<file path="config.mk">
export PLATFORM = sky130hd
export DESIGN_NAME = cpu_top
export DESIGN_NICKNAME = d
export VERILOG_FILES = /design/src/source/cpu_pkg.sv /design/src/source/cpu_top.sv /design/src/source/cpu_pipeline.sv /design/src/source/cpu_regfile.sv /design/src/source/cpu_hazard.sv /design/src/source/cpu_fetch_queue.sv /design/src/source/cpu_fetch.sv
export SDC_FILE = /design/constraint.sdc
export NUM_CORES = 1
export LEC_CHECK = 0
export BUFFER_PORTS_ARGS = -buffer_cell sky130_fd_sc_hd__buf_2
export CAP_MARGIN = 40
export CORE_MARGIN = 2
export CORE_UTILIZATION = 40
export CTS_BUF_LIST = sky130_fd_sc_hd__clkbuf_4 sky130_fd_sc_hd__clkbuf_8
export DETAILED_ROUTE_END_ITERATION = 10
export MAX_ROUTING_LAYER = met4
export REMOVE_ABC_BUFFERS = 1
export SLEW_MARGIN = 20
export SYNTH_ARGS = -nofsm -noshare
export SYNTH_HDL_FRONTEND = slang
export SYNTH_SLANG_ARGS = --single-unit
</file>
<file path="constraint.sdc">
create_clock -name clk -period 9.98 [get_ports clk]
set_input_delay 0.998 -clock clk [delete_from_list [all_inputs] [get_ports clk]]
set_output_delay 0.998 -clock clk [all_outputs]
set_load 0.005 [all_outputs]
</file>
<file path="src/source/cpu_pkg.sv">
/* opcodes 10 to 15 and branch condition 3 are unassigned and behave as no-ops
   addi and ldi immediates are zero extended, branch offsets are signed words */
package cpu_pkg;

	localparam int BITS = 16;
	localparam int REGISTER_BITS = 4;
	localparam int OFFSET_BITS = 9;
	localparam logic [REGISTER_BITS - 1:0] R0 = 4'd0;
	localparam logic [REGISTER_BITS - 1:0] LINK_REGISTER = 4'd15;

	typedef enum logic [3:0] {
		op_add    = 4'h0,
		op_sub    = 4'h1,
		op_and    = 4'h2,
		op_or     = 4'h3,
		op_xor    = 4'h4,
		op_addi   = 4'h5,
		op_ldi    = 4'h6,
		op_single = 4'h7,
		op_movz   = 4'h8,
		op_br     = 4'h9
	} opcode_t;

	// subop of op_single, held in the rb field
	typedef enum logic [3:0] {
		sop_inc = 4'h0,
		sop_dec = 4'h1,
		sop_not = 4'h2,
		sop_shr = 4'h3
	} single_op_t;

	// branch word is cond[11:10], link[9], offset[8:0]
	typedef enum logic [1:0] {
		br_always  = 2'd0,
		br_z_set   = 2'd1,
		br_z_clear = 2'd2
	} branch_cond_t;

	function automatic opcode_t opcode_from_ins(input logic [BITS - 1:0] ins);
		return opcode_t'(ins[15:12]);
	endfunction

	function automatic logic [REGISTER_BITS - 1:0] reg_dest_from_ins(input logic [BITS - 1:0] ins);
		return ins[11:8];
	endfunction

	function automatic logic [REGISTER_BITS - 1:0] reg_a_from_ins(input logic [BITS - 1:0] ins);
		return ins[7:4];
	endfunction

	function automatic logic [REGISTER_BITS - 1:0] reg_b_from_ins(input logic [BITS - 1:0] ins);
		return ins[3:0];
	endfunction

	function automatic logic [BITS - 1:0] imm4_from_ins(input logic [BITS - 1:0] ins);
		return BITS'(ins[3:0]);
	endfunction

	function automatic logic [BITS - 1:0] imm8_from_ins(input logic [BITS - 1:0] ins);
		return BITS'(ins[7:0]);
	endfunction

	function automatic single_op_t single_op_from_ins(input logic [BITS - 1:0] ins);
		return single_op_t'(ins[3:0]);
	endfunction

	// single-register ops read their destination on port a
	function automatic logic [REGISTER_BITS - 1:0] src_a_sel(input logic [BITS - 1:0] ins);
		case (opcode_from_ins(ins))
			op_add, op_sub, op_and, op_or, op_xor, op_addi, op_movz: return reg_a_from_ins(ins);
			op_single: return reg_dest_from_ins(ins);
			default: return R0;
		endcase
	endfunction

	function automatic logic [REGISTER_BITS - 1:0] src_b_sel(input logic [BITS - 1:0] ins);
		case (opcode_from_ins(ins))
			op_add, op_sub, op_and, op_or, op_xor: return reg_b_from_ins(ins);
			default: return R0;
		endcase
	endfunction

	function automatic branch_cond_t branch_cond_from_ins(input logic [BITS - 1:0] ins);
		return branch_cond_t'(ins[11:10]);
	endfunction

	function automatic logic is_branch_link_from_ins(input logic [BITS - 1:0] ins);
		return ins[9];
	endfunction

	function automatic logic uses_flags_for_branch(input logic [BITS - 1:0] ins);
		return branch_cond_from_ins(ins) == br_z_set || branch_cond_from_ins(ins) == br_z_clear;
	endfunction

	function automatic logic [BITS - 1:0] branch_offset_from_ins(input logic [BITS - 1:0] ins);
		return {{(BITS - OFFSET_BITS){ins[OFFSET_BITS - 1]}}, ins[OFFSET_BITS - 1:0]};
	endfunction

endpackage
</file>
<file path="src/source/cpu_top.sv">
/* core top level, instruction fetch over Wishbone classic with word addresses
   there is no data bus, retires are visible only on the retire port */
`timescale 1ns/1ns

module cpu_top (
	input  logic                                clk,
	input  logic                                rst,
	output logic                                ibus_cyc,
	output logic                                ibus_stb,
	output logic [cpu_pkg::BITS - 1:0]          ibus_adr,
	input  logic                                ibus_ack,
	input  logic [cpu_pkg::BITS - 1:0]          ibus_rdata,
	output logic                                retire_valid,
	output logic [cpu_pkg::REGISTER_BITS - 1:0] retire_reg,
	output logic [cpu_pkg::BITS - 1:0]          retire_data
);

	logic                       redirect;
	logic [cpu_pkg::BITS - 1:0] redirect_pc;
	logic                       f_valid;
	logic [cpu_pkg::BITS - 1:0] f_word;
	logic [cpu_pkg::BITS - 1:0] f_pc;
	logic                       q_valid;
	logic [cpu_pkg::BITS - 1:0] q_word;
	logic [cpu_pkg::BITS - 1:0] q_pc;
	logic [1:0]                 q_count;
	logic                       q_take;

	cpu_fetch u_fetch (
		.clk        (clk),
		.rst        (rst),
		.ibus_cyc   (ibus_cyc),
		.ibus_stb   (ibus_stb),
		.ibus_adr   (ibus_adr),
		.ibus_ack   (ibus_ack),
		.ibus_rdata (ibus_rdata),
		.redirect   (redirect),
		.redirect_pc(redirect_pc),
		.q_count    (q_count),
		.f_valid    (f_valid),
		.f_word     (f_word),
		.f_pc       (f_pc)
	);

	// a taken branch flushes the queue in its own cycle
	cpu_fetch_queue u_queue (
		.clk    (clk),
		.rst    (rst),
		.f_valid(f_valid),
		.f_word (f_word),
		.f_pc   (f_pc),
		.q_take (q_take),
		.flush  (redirect),
		.q_valid(q_valid),
		.q_word (q_word),
		.q_pc   (q_pc),
		.q_count(q_count)
	);

	cpu_pipeline u_pipeline (
		.clk         (clk),
		.rst         (rst),
		.q_valid     (q_valid),
		.q_word      (q_word),
		.q_pc        (q_pc),
		.q_take      (q_take),
		.redirect    (redirect),
		.redirect_pc (redirect_pc),
		.retire_valid(retire_valid),
		.retire_reg  (retire_reg),
		.retire_data (retire_data)
	);

endmodule

</file>
<file path="src/source/cpu_pipeline.sv">
/* four-slot in-order pipeline, issue and branch resolve in p0, writeback in p3
   results are computed on issue, dependants stall until the producer has left p3 */
`timescale 1ns/1ns

module cpu_pipeline (
	input  logic                                clk,
	input  logic                                rst,
	input  logic                                q_valid,
	input  logic [cpu_pkg::BITS - 1:0]          q_word,
	input  logic [cpu_pkg::BITS - 1:0]          q_pc,
	output logic                                q_take,
	output logic                                redirect,
	output logic [cpu_pkg::BITS - 1:0]          redirect_pc,
	output logic                                retire_valid,
	output logic [cpu_pkg::REGISTER_BITS - 1:0] retire_reg,
	output logic [cpu_pkg::BITS - 1:0]          retire_data
);

	cpu_pkg::opcode_t                    op;
	logic [cpu_pkg::REGISTER_BITS - 1:0] rsel_a;
	logic [cpu_pkg::REGISTER_BITS - 1:0] rsel_b;
	logic [cpu_pkg::BITS - 1:0]          a;
	logic [cpu_pkg::BITS - 1:0]          b;
	logic [cpu_pkg::REGISTER_BITS - 1:0] hazard_reg0;
	logic                                modifies_flags0;
	logic                                hazard_1;
	logic                                hazard_2;
	logic                                hazard_3;
	logic                                issue;
	logic                                taken;
	logic [cpu_pkg::REGISTER_BITS - 1:0] wr_dest;
	logic [cpu_pkg::BITS - 1:0]          result;
	logic                                z_flag;

	// slots 1 to 3
	logic                                valid [1:3];
	logic [cpu_pkg::REGISTER_BITS - 1:0] dest [1:3];
	logic                                mflags [1:3];
	logic [cpu_pkg::BITS - 1:0]          res [1:3];
	logic                                z [1:3];
	logic                                cond [1:3];

	assign op     = cpu_pkg::opcode_from_ins(q_word);
	assign rsel_a = cpu_pkg::src_a_sel(q_word);
	assign rsel_b = cpu_pkg::src_b_sel(q_word);

	cpu_hazard u_hazard (
		.instruction    (q_word),
		.rega_sel0      (rsel_a),
		.regb_sel0      (rsel_b),
		.hazard_reg0    (hazard_reg0),
		.modifies_flags0(modifies_flags0),
		.hazard_reg1    (dest[1]),
		.hazard_reg2    (dest[2]),
		.hazard_reg3    (dest[3]),
		.modifies_flags1(mflags[1]),
		.modifies_flags2(mflags[2]),
		.modifies_flags3(mflags[3]),
		.hazard_1       (hazard_1),
		.hazard_2       (hazard_2),
		.hazard_3       (hazard_3)
	);

	cpu_regfile u_regfile (
		.clk    (clk),
		.rst    (rst),
		.rsel_a (rsel_a),
		.rsel_b (rsel_b),
		.rdata_a(a),
		.rdata_b(b),
		.we     (retire_valid),
		.wsel   (retire_reg),
		.wdata  (retire_data)
	);

	assign issue  = q_valid && !(hazard_1 || hazard_2 || hazard_3);
	assign q_take = issue;

	always_comb begin
		taken = 1'b0;
		if (op == cpu_pkg::op_br) begin
			case (cpu_pkg::branch_cond_from_ins(q_word))
				cpu_pkg::br_always:  taken = 1'b1;
				cpu_pkg::br_z_set:   taken = z_flag;
				cpu_pkg::br_z_clear: taken = !z_flag;
				default: ;
			endcase
		end
	end

	assign redirect    = issue && taken;
	assign redirect_pc = q_pc + cpu_pkg::branch_offset_from_ins(q_word);

	// a branch that falls through does not link
	assign wr_dest = (op == cpu_pkg::op_br && !taken) ? cpu_pkg::R0 : hazard_reg0;

	always_comb begin
		case (op)
			cpu_pkg::op_add:  result = a + b;
			cpu_pkg::op_sub:  result = a - b;
			cpu_pkg::op_and:  result = a & b;
			cpu_pkg::op_or:   result = a | b;
			cpu_pkg::op_xor:  result = a ^ b;
			cpu_pkg::op_addi: result = a + cpu_pkg::imm4_from_ins(q_word);
			cpu_pkg::op_ldi:  result = cpu_pkg::imm8_from_ins(q_word);
			cpu_pkg::op_single: begin
				case (cpu_pkg::single_op_from_ins(q_word))
					cpu_pkg::sop_inc: result = a + 1'b1;
					cpu_pkg::sop_dec: result = a - 1'b1;
					cpu_pkg::sop_not: result = ~a;
					cpu_pkg::sop_shr: result = a >> 1;
					default:          result = a;
				endcase
			end
			cpu_pkg::op_movz: result = a;
			cpu_pkg::op_br:   result = q_pc + 1'b1;
			default:          result = '0;
		endcase
	end

	always_ff @(posedge clk) begin
		if (rst) begin
			for (int i = 1; i <= 3; i++) begin
				valid[i]  <= 1'b0;
				dest[i]   <= cpu_pkg::R0;
				mflags[i] <= 1'b0;
			end
		end else begin
			// stalls and non-linking branches put a bubble into p1
			valid[1]  <= issue && !(op == cpu_pkg::op_br && wr_dest == cpu_pkg::R0);
			dest[1]   <= issue ? wr_dest : cpu_pkg::R0;
			mflags[1] <= issue && modifies_flags0;
			for (int i = 2; i <= 3; i++) begin
				valid[i]  <= valid[i - 1];
				dest[i]   <= dest[i - 1];
				mflags[i] <= mflags[i - 1];
			end
		end
	end

	always_ff @(posedge clk) begin
		res[1]  <= result;
		z[1]    <= result == '0;
		cond[1] <= op == cpu_pkg::op_movz;
		for (int i = 2; i <= 3; i++) begin
			res[i]  <= res[i - 1];
			z[i]    <= z[i - 1];
			cond[i] <= cond[i - 1];
		end
	end

	// movz sees Z as committed by every older instruction
	assign retire_valid = valid[3] && dest[3] != cpu_pkg::R0 && (!cond[3] || z_flag);
	assign retire_reg   = dest[3];
	assign retire_data  = res[3];

	always_ff @(posedge clk) begin
		if (rst)
			z_flag <= 1'b0;
		else if (valid[3] && mflags[3])
			z_flag <= z[3];
	end

endmodule

</file>
<file path="src/source/cpu_regfile.sv">
/* 16 x 16 register file, two combinational reads and one write at the clock edge
   R0 reads as zero and ignores writes, a read in the write cycle returns the old value */
`timescale 1ns/1ns

module cpu_regfile (
	input  logic                                clk,
	input  logic                                rst,
	input  logic [cpu_pkg::REGISTER_BITS - 1:0] rsel_a,
	input  logic [cpu_pkg::REGISTER_BITS - 1:0] rsel_b,
	output logic [cpu_pkg::BITS - 1:0]          rdata_a,
	output logic [cpu_pkg::BITS - 1:0]          rdata_b,
	input  logic                                we,
	input  logic [cpu_pkg::REGISTER_BITS - 1:0] wsel,
	input  logic [cpu_pkg::BITS - 1:0]          wdata
);

	logic [cpu_pkg::BITS - 1:0] regs [1 << cpu_pkg::REGISTER_BITS];

	assign rdata_a = (rsel_a == cpu_pkg::R0) ? '0 : regs[rsel_a];
	assign rdata_b = (rsel_b == cpu_pkg::R0) ? '0 : regs[rsel_b];

	always_ff @(posedge clk) begin
		if (rst) begin
			for (int i = 0; i < (1 << cpu_pkg::REGISTER_BITS); i++)
				regs[i] <= '0;
		end else if (we && wsel != cpu_pkg::R0) begin
			regs[wsel] <= wdata;
		end
	end

endmodule

</file>
<file path="src/source/cpu_hazard.sv">
/* hazard detection for the p0 instruction against slots 1 to 3, purely combinational
   there is no forwarding, so any match means p0 waits */
`timescale 1ns/1ns

module cpu_hazard (
	input  logic [cpu_pkg::BITS - 1:0]          instruction,
	input  logic [cpu_pkg::REGISTER_BITS - 1:0] rega_sel0,
	input  logic [cpu_pkg::REGISTER_BITS - 1:0] regb_sel0,
	output logic [cpu_pkg::REGISTER_BITS - 1:0] hazard_reg0,
	output logic                                modifies_flags0,
	input  logic [cpu_pkg::REGISTER_BITS - 1:0] hazard_reg1,
	input  logic [cpu_pkg::REGISTER_BITS - 1:0] hazard_reg2,
	input  logic [cpu_pkg::REGISTER_BITS - 1:0] hazard_reg3,
	input  logic                                modifies_flags1,
	input  logic                                modifies_flags2,
	input  logic                                modifies_flags3,
	output logic                                hazard_1,
	output logic                                hazard_2,
	output logic                                hazard_3
);

	cpu_pkg::opcode_t op;
	logic             flag_branch;

	assign op          = cpu_pkg::opcode_from_ins(instruction);
	assign flag_branch = op == cpu_pkg::op_br && cpu_pkg::uses_flags_for_branch(instruction);

	// destination and flag effect that travel with the instruction
	always_comb begin
		hazard_reg0     = cpu_pkg::R0;
		modifies_flags0 = 1'b0;
		case (op)
			cpu_pkg::op_add, cpu_pkg::op_sub, cpu_pkg::op_and, cpu_pkg::op_or,
			cpu_pkg::op_xor, cpu_pkg::op_addi, cpu_pkg::op_ldi, cpu_pkg::op_single: begin
				hazard_reg0     = cpu_pkg::reg_dest_from_ins(instruction);
				modifies_flags0 = 1'b1;
			end
			cpu_pkg::op_movz: begin
				hazard_reg0 = cpu_pkg::reg_dest_from_ins(instruction);
			end
			cpu_pkg::op_br: begin
				if (cpu_pkg::is_branch_link_from_ins(instruction))
					hazard_reg0 = cpu_pkg::LINK_REGISTER;
			end
			default: ;
		endcase
	end

	always_comb begin
		hazard_1 = 1'b0;
		hazard_2 = 1'b0;
		hazard_3 = 1'b0;

		if (rega_sel0 != cpu_pkg::R0) begin
			hazard_1 = hazard_1 | (rega_sel0 == hazard_reg1);
			hazard_2 = hazard_2 | (rega_sel0 == hazard_reg2);
			hazard_3 = hazard_3 | (rega_sel0 == hazard_reg3);
		end

		if (regb_sel0 != cpu_pkg::R0) begin
			hazard_1 = hazard_1 | (regb_sel0 == hazard_reg1);
			hazard_2 = hazard_2 | (regb_sel0 == hazard_reg2);
			hazard_3 = hazard_3 | (regb_sel0 == hazard_reg3);
		end

		// conditional branches read Z, which commits only when a producer retires
		if (flag_branch) begin
			hazard_1 = hazard_1 | modifies_flags1;
			hazard_2 = hazard_2 | modifies_flags2;
			hazard_3 = hazard_3 | modifies_flags3;
		end
	end

endmodule

</file>
<file path="src/source/cpu_fetch_queue.sv">
/* two-entry FIFO of instruction word and pc, push and pop may share a cycle
   flush drops the contents and any push in that cycle, pushes into a full queue are not checked */
`timescale 1ns/1ns

module cpu_fetch_queue (
	input  logic                       clk,
	input  logic                       rst,
	input  logic                       f_valid,
	input  logic [cpu_pkg::BITS - 1:0] f_word,
	input  logic [cpu_pkg::BITS - 1:0] f_pc,
	input  logic                       q_take,
	input  logic                       flush,
	output logic                       q_valid,
	output logic [cpu_pkg::BITS - 1:0] q_word,
	output logic [cpu_pkg::BITS - 1:0] q_pc,
	output logic [1:0]                 q_count
);

	logic [cpu_pkg::BITS - 1:0] word_mem [2];
	logic [cpu_pkg::BITS - 1:0] pc_mem [2];
	logic                       wr_ptr;
	logic                       rd_ptr;
	logic                       push;

	assign push    = f_valid && !flush;
	assign q_valid = q_count != 2'd0;
	assign q_word  = word_mem[rd_ptr];
	assign q_pc    = pc_mem[rd_ptr];

	always_ff @(posedge clk) begin
		if (rst || flush) begin
			wr_ptr  <= 1'b0;
			rd_ptr  <= 1'b0;
			q_count <= 2'd0;
		end else begin
			if (push)
				wr_ptr <= ~wr_ptr;
			if (q_take)
				rd_ptr <= ~rd_ptr;
			case ({push, q_take})
				2'b10: q_count <= q_count + 2'd1;
				2'b01: q_count <= q_count - 2'd1;
				default: ;
			endcase
		end
	end

	always_ff @(posedge clk) begin
		if (push) begin
			word_mem[wr_ptr] <= f_word;
			pc_mem[wr_ptr]   <= f_pc;
		end
	end

endmodule

</file>
<file path="src/source/cpu_fetch.sv">
/* Wishbone classic instruction master, one transaction at a time
   it only starts a cycle when the queue can hold the word, so queue writes never overflow */
`timescale 1ns/1ns

module cpu_fetch (
	input  logic                       clk,
	input  logic                       rst,
	output logic                       ibus_cyc,
	output logic                       ibus_stb,
	output logic [cpu_pkg::BITS - 1:0] ibus_adr,
	input  logic                       ibus_ack,
	input  logic [cpu_pkg::BITS - 1:0] ibus_rdata,
	input  logic                       redirect,
	input  logic [cpu_pkg::BITS - 1:0] redirect_pc,
	input  logic [1:0]                 q_count,
	output logic                       f_valid,
	output logic [cpu_pkg::BITS - 1:0] f_word,
	output logic [cpu_pkg::BITS - 1:0] f_pc
);

	logic                       busy;
	logic                       discard;
	logic                       room;
	logic [cpu_pkg::BITS - 1:0] pc;

	// a word presented this cycle is not yet counted by the queue
	assign room = ({1'b0, q_count} + {2'b00, f_valid}) < 3'd2;

	assign ibus_cyc = busy;
	assign ibus_stb = busy;

	always_ff @(posedge clk) begin
		if (rst) begin
			busy     <= 1'b0;
			discard  <= 1'b0;
			pc       <= '0;
			ibus_adr <= '0;
			f_valid  <= 1'b0;
		end else begin
			f_valid <= 1'b0;
			if (busy) begin
				if (ibus_ack) begin
					busy    <= 1'b0;
					discard <= 1'b0;
					// stale words from before a redirect are dropped here
					if (!discard && !redirect) begin
						f_valid <= 1'b1;
						pc      <= pc + 1'b1;
					end
				end else if (redirect) begin
					discard <= 1'b1;
				end
			end else if (!redirect && room) begin
				busy     <= 1'b1;
				ibus_adr <= pc;
			end
			// the new target wins over any increment in the same cycle
			if (redirect)
				pc <= redirect_pc;
		end
	end

	// the pc of the word is the address still held on the bus
	always_ff @(posedge clk) begin
		if (busy && ibus_ack) begin
			f_word <= ibus_rdata;
			f_pc   <= ibus_adr;
		end
	end

endmodule

</file>
* Word-level counts from Yosys, hierarchy flattened
Memory sizes are Yosys's and may differ from the RTL's. A register that Yosys moved wholly into a read port is not among the register bits.
Cells that the tools add are included.
Widths: inputs -> output; s select.
** Cells by class
- $add $sub $neg :: 11
- $mul :: 0
- Div/mod/pow operators :: 0
- $lt $le $gt $ge :: 1
- Equality and inequality tests :: 22
- Shift-type cells :: 0
- Multiplexer cells :: 57
- Bitwise logic cells :: 23
- Reductions and logical operators :: 51
** Operators with widths (number)
- $pmux 16 s10 :: 1
- $mux 16 :: 7
- $pmux 16 s4 :: 1
- $add 16x1->16 const B :: 3
- $mux 1 :: 36
- $add 16x16->16 :: 2
- $mux 4 :: 8
- $eq 4x4->1 :: 6
- $logic_not 4->1 :: 5
- $add 16x4->16 :: 1
- $and 16x16->16 :: 1
- $eq 4x2->1 const B :: 4
- $eq 4x3->1 const B :: 4
- $logic_not 16->1 :: 1
- $not 16->16 :: 1
- $or 16x16->16 :: 1
- $pmux 4 s2 :: 2
- $reduce_or 16->1 :: 1
- $sub 16x1->16 const B :: 1
- $sub 16x16->16 :: 1
- $xor 16x16->16 :: 1
- $logic_and 1x1->1 :: 15
- $or 1x1->1 :: 15
- $reduce_bool 4->1 :: 3
- other kinds (22) :: 44
** Word-level totals
- Register bits after elaboration :: 71
- Bits in latches :: 0
- Memory bits (writable) :: 392
- ROM bits :: 0
- Input bits :: 19
- Output and inout port bits :: 39
- Logic and storage cells :: 184
- Memories :: 9
** Memories
- u_pipeline.u_regfile.regs :: words 16, bits a word 16, rd ports 2, clocked after Yosys merged registers in 0, wr ports 16, line cpu_regfile.sv:17 : logic [cpu_pkg::BITS - 1:0] regs [1 << cpu_pkg::REGISTER_BITS];
- u_pipeline.res :: words 3, bits a word 16, rd ports 3, clocked after Yosys merged registers in 0, wr ports 3, line cpu_pipeline.sv:39 : logic [cpu_pkg::BITS - 1:0] res [1:3];
- u_queue.pc_mem :: words 2, bits a word 16, rd ports 1, clocked after Yosys merged registers in 1, wr ports 1, line cpu_fetch_queue.sv:20 : logic [cpu_pkg::BITS - 1:0] pc_mem [2];
- u_queue.word_mem :: words 2, bits a word 16, rd ports 1, clocked after Yosys merged registers in 1, wr ports 1, line cpu_fetch_queue.sv:19 : logic [cpu_pkg::BITS - 1:0] word_mem [2];
- u_pipeline.dest :: words 3, bits a word 4, rd ports 3, clocked after Yosys merged registers in 0, wr ports 3, line cpu_pipeline.sv:37 : logic [cpu_pkg::REGISTER_BITS - 1:0] dest [1:3];
- u_pipeline.cond :: words 3, bits a word 1, rd ports 3, clocked after Yosys merged registers in 0, wr ports 3, line cpu_pipeline.sv:41 : logic cond [1:3];
- 3 more memories

* Longest topological paths before layout
- Word-level depth :: 20
- Gate-level depth with buffers :: 31
- Gate-level depth less buffers :: 27

* Modules after synthesis
A second synthesis with hierarchy kept.
** Second synthesis, totals
- Cell total of the unflattened synthesis :: 2113
- Area, all modules :: 24883.9 um2
** By module, submodules not included
- cpu_regfile :: instances 1, cells each 931, area an instance 13041.3 um2, seq. area each 7236.9 um2
- cpu_pipeline :: instances 1, cells each 777, area an instance 6341.1 um2, seq. area each 1461.4 um2
- cpu_fetch :: instances 1, cells each 228, area an instance 2592.5 um2, seq. area each 1661.6 um2
- cpu_fetch_queue :: instances 1, cells each 122, area an instance 2511.2 um2, seq. area each 2021.9 um2
- cpu_hazard :: instances 1, cells each 55, area an instance 397.9 um2, seq. area each 0.0 um2

* Least setup slack after synthesis
OpenSTA, ideal clock, no wires.
- Kind :: flip-flop to flip-flop
- Start :: register (tool-made name)
- End :: memory u_pipeline.z[1]
- Setup time :: 0.073 ns
- Data arrival time :: 5.548 ns
- Required time :: 9.907 ns
- Path slack :: 4.359 ns
- Stages on the path, launching flop included :: 26
- Buffers on the path :: 5
- Period minus slack after synthesis :: 5.621 ns
- Cell sequence :: dfxtp_1 > buf_6 > buf_6 > mux2i_1 > inv_1 > o31ai_4 > nand2_2 > buf_4 > buf_6 > buf_2 > nand3_1 > a21oi_1 > nor4_1 > ha_1 > a211oi_1 > o211ai_1 > a31oi_1 > o21bai_1 > a31oi_1 > o21ai_0 > a21o_1 > a21oi_1 > xnor2_1 > o21ai_1 > nand4b_1 > nor3_2
** RTL lines
- end: declaration :: line cpu_pipeline.sv:40 : logic z [1:3];

==> reports/qor.csv <==
metric;value;unit
core area;65700;sq um
number of clock sinks;462;
Achievable Freq;130;MHz
minimum setup slack among reg-to-reg paths;2290;ps
Overall Global Routing Usage;0.304;
combinational share of power;0.334;
maximum level of the CTS H-tree;3;
number of maximum-capacitance violations;0;
fraction of the yosys area taken by sequential cells;0.479;
overall routed net length;102;mm
final routed DRC violation total;0;
Switching Power;2460;uW
Critical Path RT;10590;ps
Yosys Warn Count;0;
number of buffer cells added on primary ports;57;
horizontal die dimension;262;microns
area of the die;68500;sq um
number of inserted filler cells in the final layout;6111;
vias per inst;6.18;
arrival time at the worst endpoint;8300;ps
Min Clock Period, post-route;7690;ps
fraction of the core area covered by cells at the end of the flow;0.451;
portion of total power attributed to the clock network;0.301;
number of DRC markers in iteration 0;2510;
initial antenna violation count;9;
period utilisation layout;0.771;
combined area of all synthesized cells;26600;sq um
vias in the first global route;20800;
Worst Hold Endpoint;u_pipeline.res[0][58];
CTS Buf Count;83;
clock root buffer master;sky130_fd_sc_hd__clkbuf_8;
share of the synthesized area in the top cell type;0.394;
post-synthesis register bit count;462;
Setup Viol. Count Final;0;
Internal Dissipation;4060;uW
HPWL after DPL;70.9;mm
leading post-synthesis cells by instance count;sky130_fd_sc_hd__edfxtp_1 (349), sky130_fd_sc_hd__and2_1 (245), sky130_fd_sc_hd__nand2_1 (177);
fraction of registers with async set/reset;0;
worst setup path category;register to register;
post-layout total power;6520;uW
die span in y;262;microns
startpoint of the tightest hold check path;u_pipeline.res[0][42];
clock tree buffer depth;3;
TritonCTS clock tree;built;
CTS clk-pin slew, worst paths;60;ps
number of hold buffers added after cts;0;
PwrDens;220;nW/um^2
fraction of power spent switching nets;0.378;
share of layout cells above drive strength 1;0.159;
leakage power total;0.0112;uW
Slew HR;0.388;
Post-Synthesis Mean Instance Area;10.5;sq um
result of the run;complete, no violations;
classification of the worst-slack hold path;register to register;
most common cell in the synthesized netlist;sky130_fd_sc_hd__edfxtp_1;
average routed wire per standard cell;29.1;microns
Post-Synthesis Cells;2521;
number of flops mapped to enable cells by yosys;349;
PostCTS Resize Cnt;0;
wire length of the first global-routing pass;146;mm
clock latency on the worst-skew pair;700;ps
Post-CTS Setup Inserts;0;
number of iterations in the first detailed-routing pass;6;
number of distinct standard cells referenced by the synthesized netlist;110;
type of destination of the critical path;register;
top-level port count;58;
end of the worst register-to-register path;u_pipeline.z[1];
number of vias after detailed routing;21700;
starting density of the core;0.404;
count of final hold-check violations;0;
Max Slew Vio Count;0;
row count;94;
synth-to-layout area growth;11.5;%
number of cell instances on the worst register-to-register path;22;
sequential share of power;0.365;
Clock Skew;43.4;ps
pin count of the biggest net entering global routing;65;
placer congestion estimate;1.02;
main area contributors after synthesis;sky130_fd_sc_hd__edfxtp_1 (39%), sky130_fd_sc_hd__dfxtp_1 (8.5%), sky130_fd_sc_hd__and2_1 (5.8%);
VDD IR max;126;uV
actual transition at the worst max-transition pin;914;ps
Final Net Count;2682;
highest fanout seen on the critical path;64;
kind of launch point of the worst setup path;register;
cell type with the largest total area after synthesis;sky130_fd_sc_hd__edfxtp_1;
grt ovf;0;
RSZ-0062 raised after global routing;no;
remaining antenna violation count;0;
Post-synth top flop;sky130_fd_sc_hd__edfxtp_1;
number of instances on the worst hold path;0;
## metrics by stage
stage | setup TNS (ps) | worst slack (ps) | std cells | cell area, sq um | hold slack [ps]
floorplan | -49450 | -1380 | 2359 | 25700 | 310
global placement | 0 | 2220 | 3346 | 27700 | 313
detailed placement | 0 | 2490 | 3355 | 27800 | 312
CTS | 0 | 2420 | 3505 | 29600 | 320
global route | 0 | 1840 | 3510 | 29600 | 329
finish | 0 | 2290 | 3511 | 29600 | 302
## how the worst max path moves through the flow
stage                     startpoint         endpoint
final                       register  u_pipeline.z[1]
after floorplan             register  u_pipeline.z[1]
after CTS                   register  u_pipeline.z[1]
after global placement      register  u_pipeline.z[1]
after global routing        register  u_pipeline.z[1]
after detailed placement    register  u_pipeline.z[1]
## cell type report
class	instances	area, sq um	area share
antenna	2	5.00	0.000169
clock buffer	120	1490	0.0503
clock inverter	30	312	0.0105
inverter	81	307	0.0103
multi-input combinational	1816	12800	0.431
sequential	462	12700	0.430
tap	864	1080	0.0365
timing repair buffer	136	923	0.0312
## cell usage in the layout, fill, tap and decap left out, types with 13 or more instances in the layout
| master | count |
|---|---|
| sky130_fd_sc_hd__ha_1 | 80 |
| sky130_fd_sc_hd__or2_2 | 20 |
| sky130_fd_sc_hd__buf_4 | 70 |
| sky130_fd_sc_hd__mux4_2 | 19 |
| sky130_fd_sc_hd__nand3_1 | 72 |
| sky130_fd_sc_hd__clkbuf_4 | 26 |
| sky130_fd_sc_hd__nor2b_1 | 14 |
| sky130_fd_sc_hd__nand2_1 | 177 |
| sky130_fd_sc_hd__nor3_1 | 51 |
| sky130_fd_sc_hd__nand2b_1 | 17 |
| sky130_fd_sc_hd__conb_1 | 13 |
| sky130_fd_sc_hd__a22o_1 | 14 |
| sky130_fd_sc_hd__a211oi_1 | 28 |
| sky130_fd_sc_hd__o21ai_0 | 121 |
| sky130_fd_sc_hd__buf_2 | 58 |
| sky130_fd_sc_hd__o221ai_1 | 16 |
| sky130_fd_sc_hd__a21o_1 | 14 |
| sky130_fd_sc_hd__clkbuf_8 | 94 |
| sky130_fd_sc_hd__xnor2_1 | 72 |
| sky130_fd_sc_hd__o211ai_1 | 38 |
| sky130_fd_sc_hd__nand4_1 | 15 |
| sky130_fd_sc_hd__a32oi_1 | 14 |
| sky130_fd_sc_hd__o22ai_1 | 26 |
| sky130_fd_sc_hd__mux2_2 | 28 |
| sky130_fd_sc_hd__and2_1 | 245 |
| sky130_fd_sc_hd__mux2i_1 | 120 |
| sky130_fd_sc_hd__xor2_1 | 24 |
| sky130_fd_sc_hd__and3_1 | 22 |
| sky130_fd_sc_hd__nor2_1 | 161 |
| sky130_fd_sc_hd__a22oi_1 | 31 |
| sky130_fd_sc_hd__edfxtp_1 | 349 |
| sky130_fd_sc_hd__a31oi_1 | 16 |
| sky130_fd_sc_hd__dfxtp_1 | 112 |
| sky130_fd_sc_hd__a221oi_1 | 25 |
| sky130_fd_sc_hd__inv_1 | 78 |
| sky130_fd_sc_hd__a21oi_1 | 100 |
## power by group through the flow
stage	registers, uW	logic (uW)	clock network [uW]
after floorplan	2350	1320	0
after global placement	2420	2100	0
after detailed placement	2420	2110	0
after CTS	2380	2120	1980
after global routing	2400	2310	2060
final	2380	2180	1960
## worst max-delay path: stages (launching register included)
cell and delay, ps:
sky130_fd_sc_hd__dfxtp_4 760, sky130_fd_sc_hd__buf_4 510, sky130_fd_sc_hd__and3b_1 380, sky130_fd_sc_hd__o22a_1 610
sky130_fd_sc_hd__nand2_4 300, sky130_fd_sc_hd__nand2_8 550, sky130_fd_sc_hd__mux2_2 410, sky130_fd_sc_hd__a221oi_1 630
sky130_fd_sc_hd__nor4_2 140, sky130_fd_sc_hd__buf_4 220, sky130_fd_sc_hd__fa_1 450, sky130_fd_sc_hd__a21oi_1 190
sky130_fd_sc_hd__o21bai_1 140, sky130_fd_sc_hd__a2111oi_0 650, sky130_fd_sc_hd__o31ai_1 260, sky130_fd_sc_hd__nor4_1 250
sky130_fd_sc_hd__nor3_1 140, sky130_fd_sc_hd__mux2i_1 140, sky130_fd_sc_hd__nand2_1 80, sky130_fd_sc_hd__nand4_1 120
sky130_fd_sc_hd__nor4b_1 340, sky130_fd_sc_hd__nand4b_1 160, sky130_fd_sc_hd__nor3_2 120
## routing by layer
metal,routed length [microns],GRT usage,up-vias
li1,-,-,9446
met3,9910,0.0613,266
met1,43100,0.411,10700
met4,5010,0.140,0
met5,0,-,-
met2,44000,0.438,1291
## logic make-up after synthesis
family	count (synthesis)	synth area share
AOI/OAI and AO/OA	576	0.154
DFF	462	0.479
and+or+nand+nor	877	0.175
adders and majority gates	83	0.0399
muxes	171	0.0753
other	1	0.000141
xor gates and xnor gates	96	0.0316
buffers and inverters	255	0.0455
## sequential cells by signal, summed over array words and instances (netlist names), 2 cells and up, named ones only
register / flops
u_fetch.ibus_adr: 16
u_pipeline.res: 48
u_queue.q_count: 2
u_queue.pc_mem: 32
u_fetch.f_pc: 16
u_pipeline.mflags: 3
u_fetch.f_word: 16
u_pipeline.z: 3
u_pipeline.valid: 3
u_pipeline.u_regfile.regs: 253
u_pipeline.cond: 3
u_fetch.pc: 16
u_queue.word_mem: 32
u_pipeline.dest: 12
No activity file was read; power rests on OpenSTA's default activity.
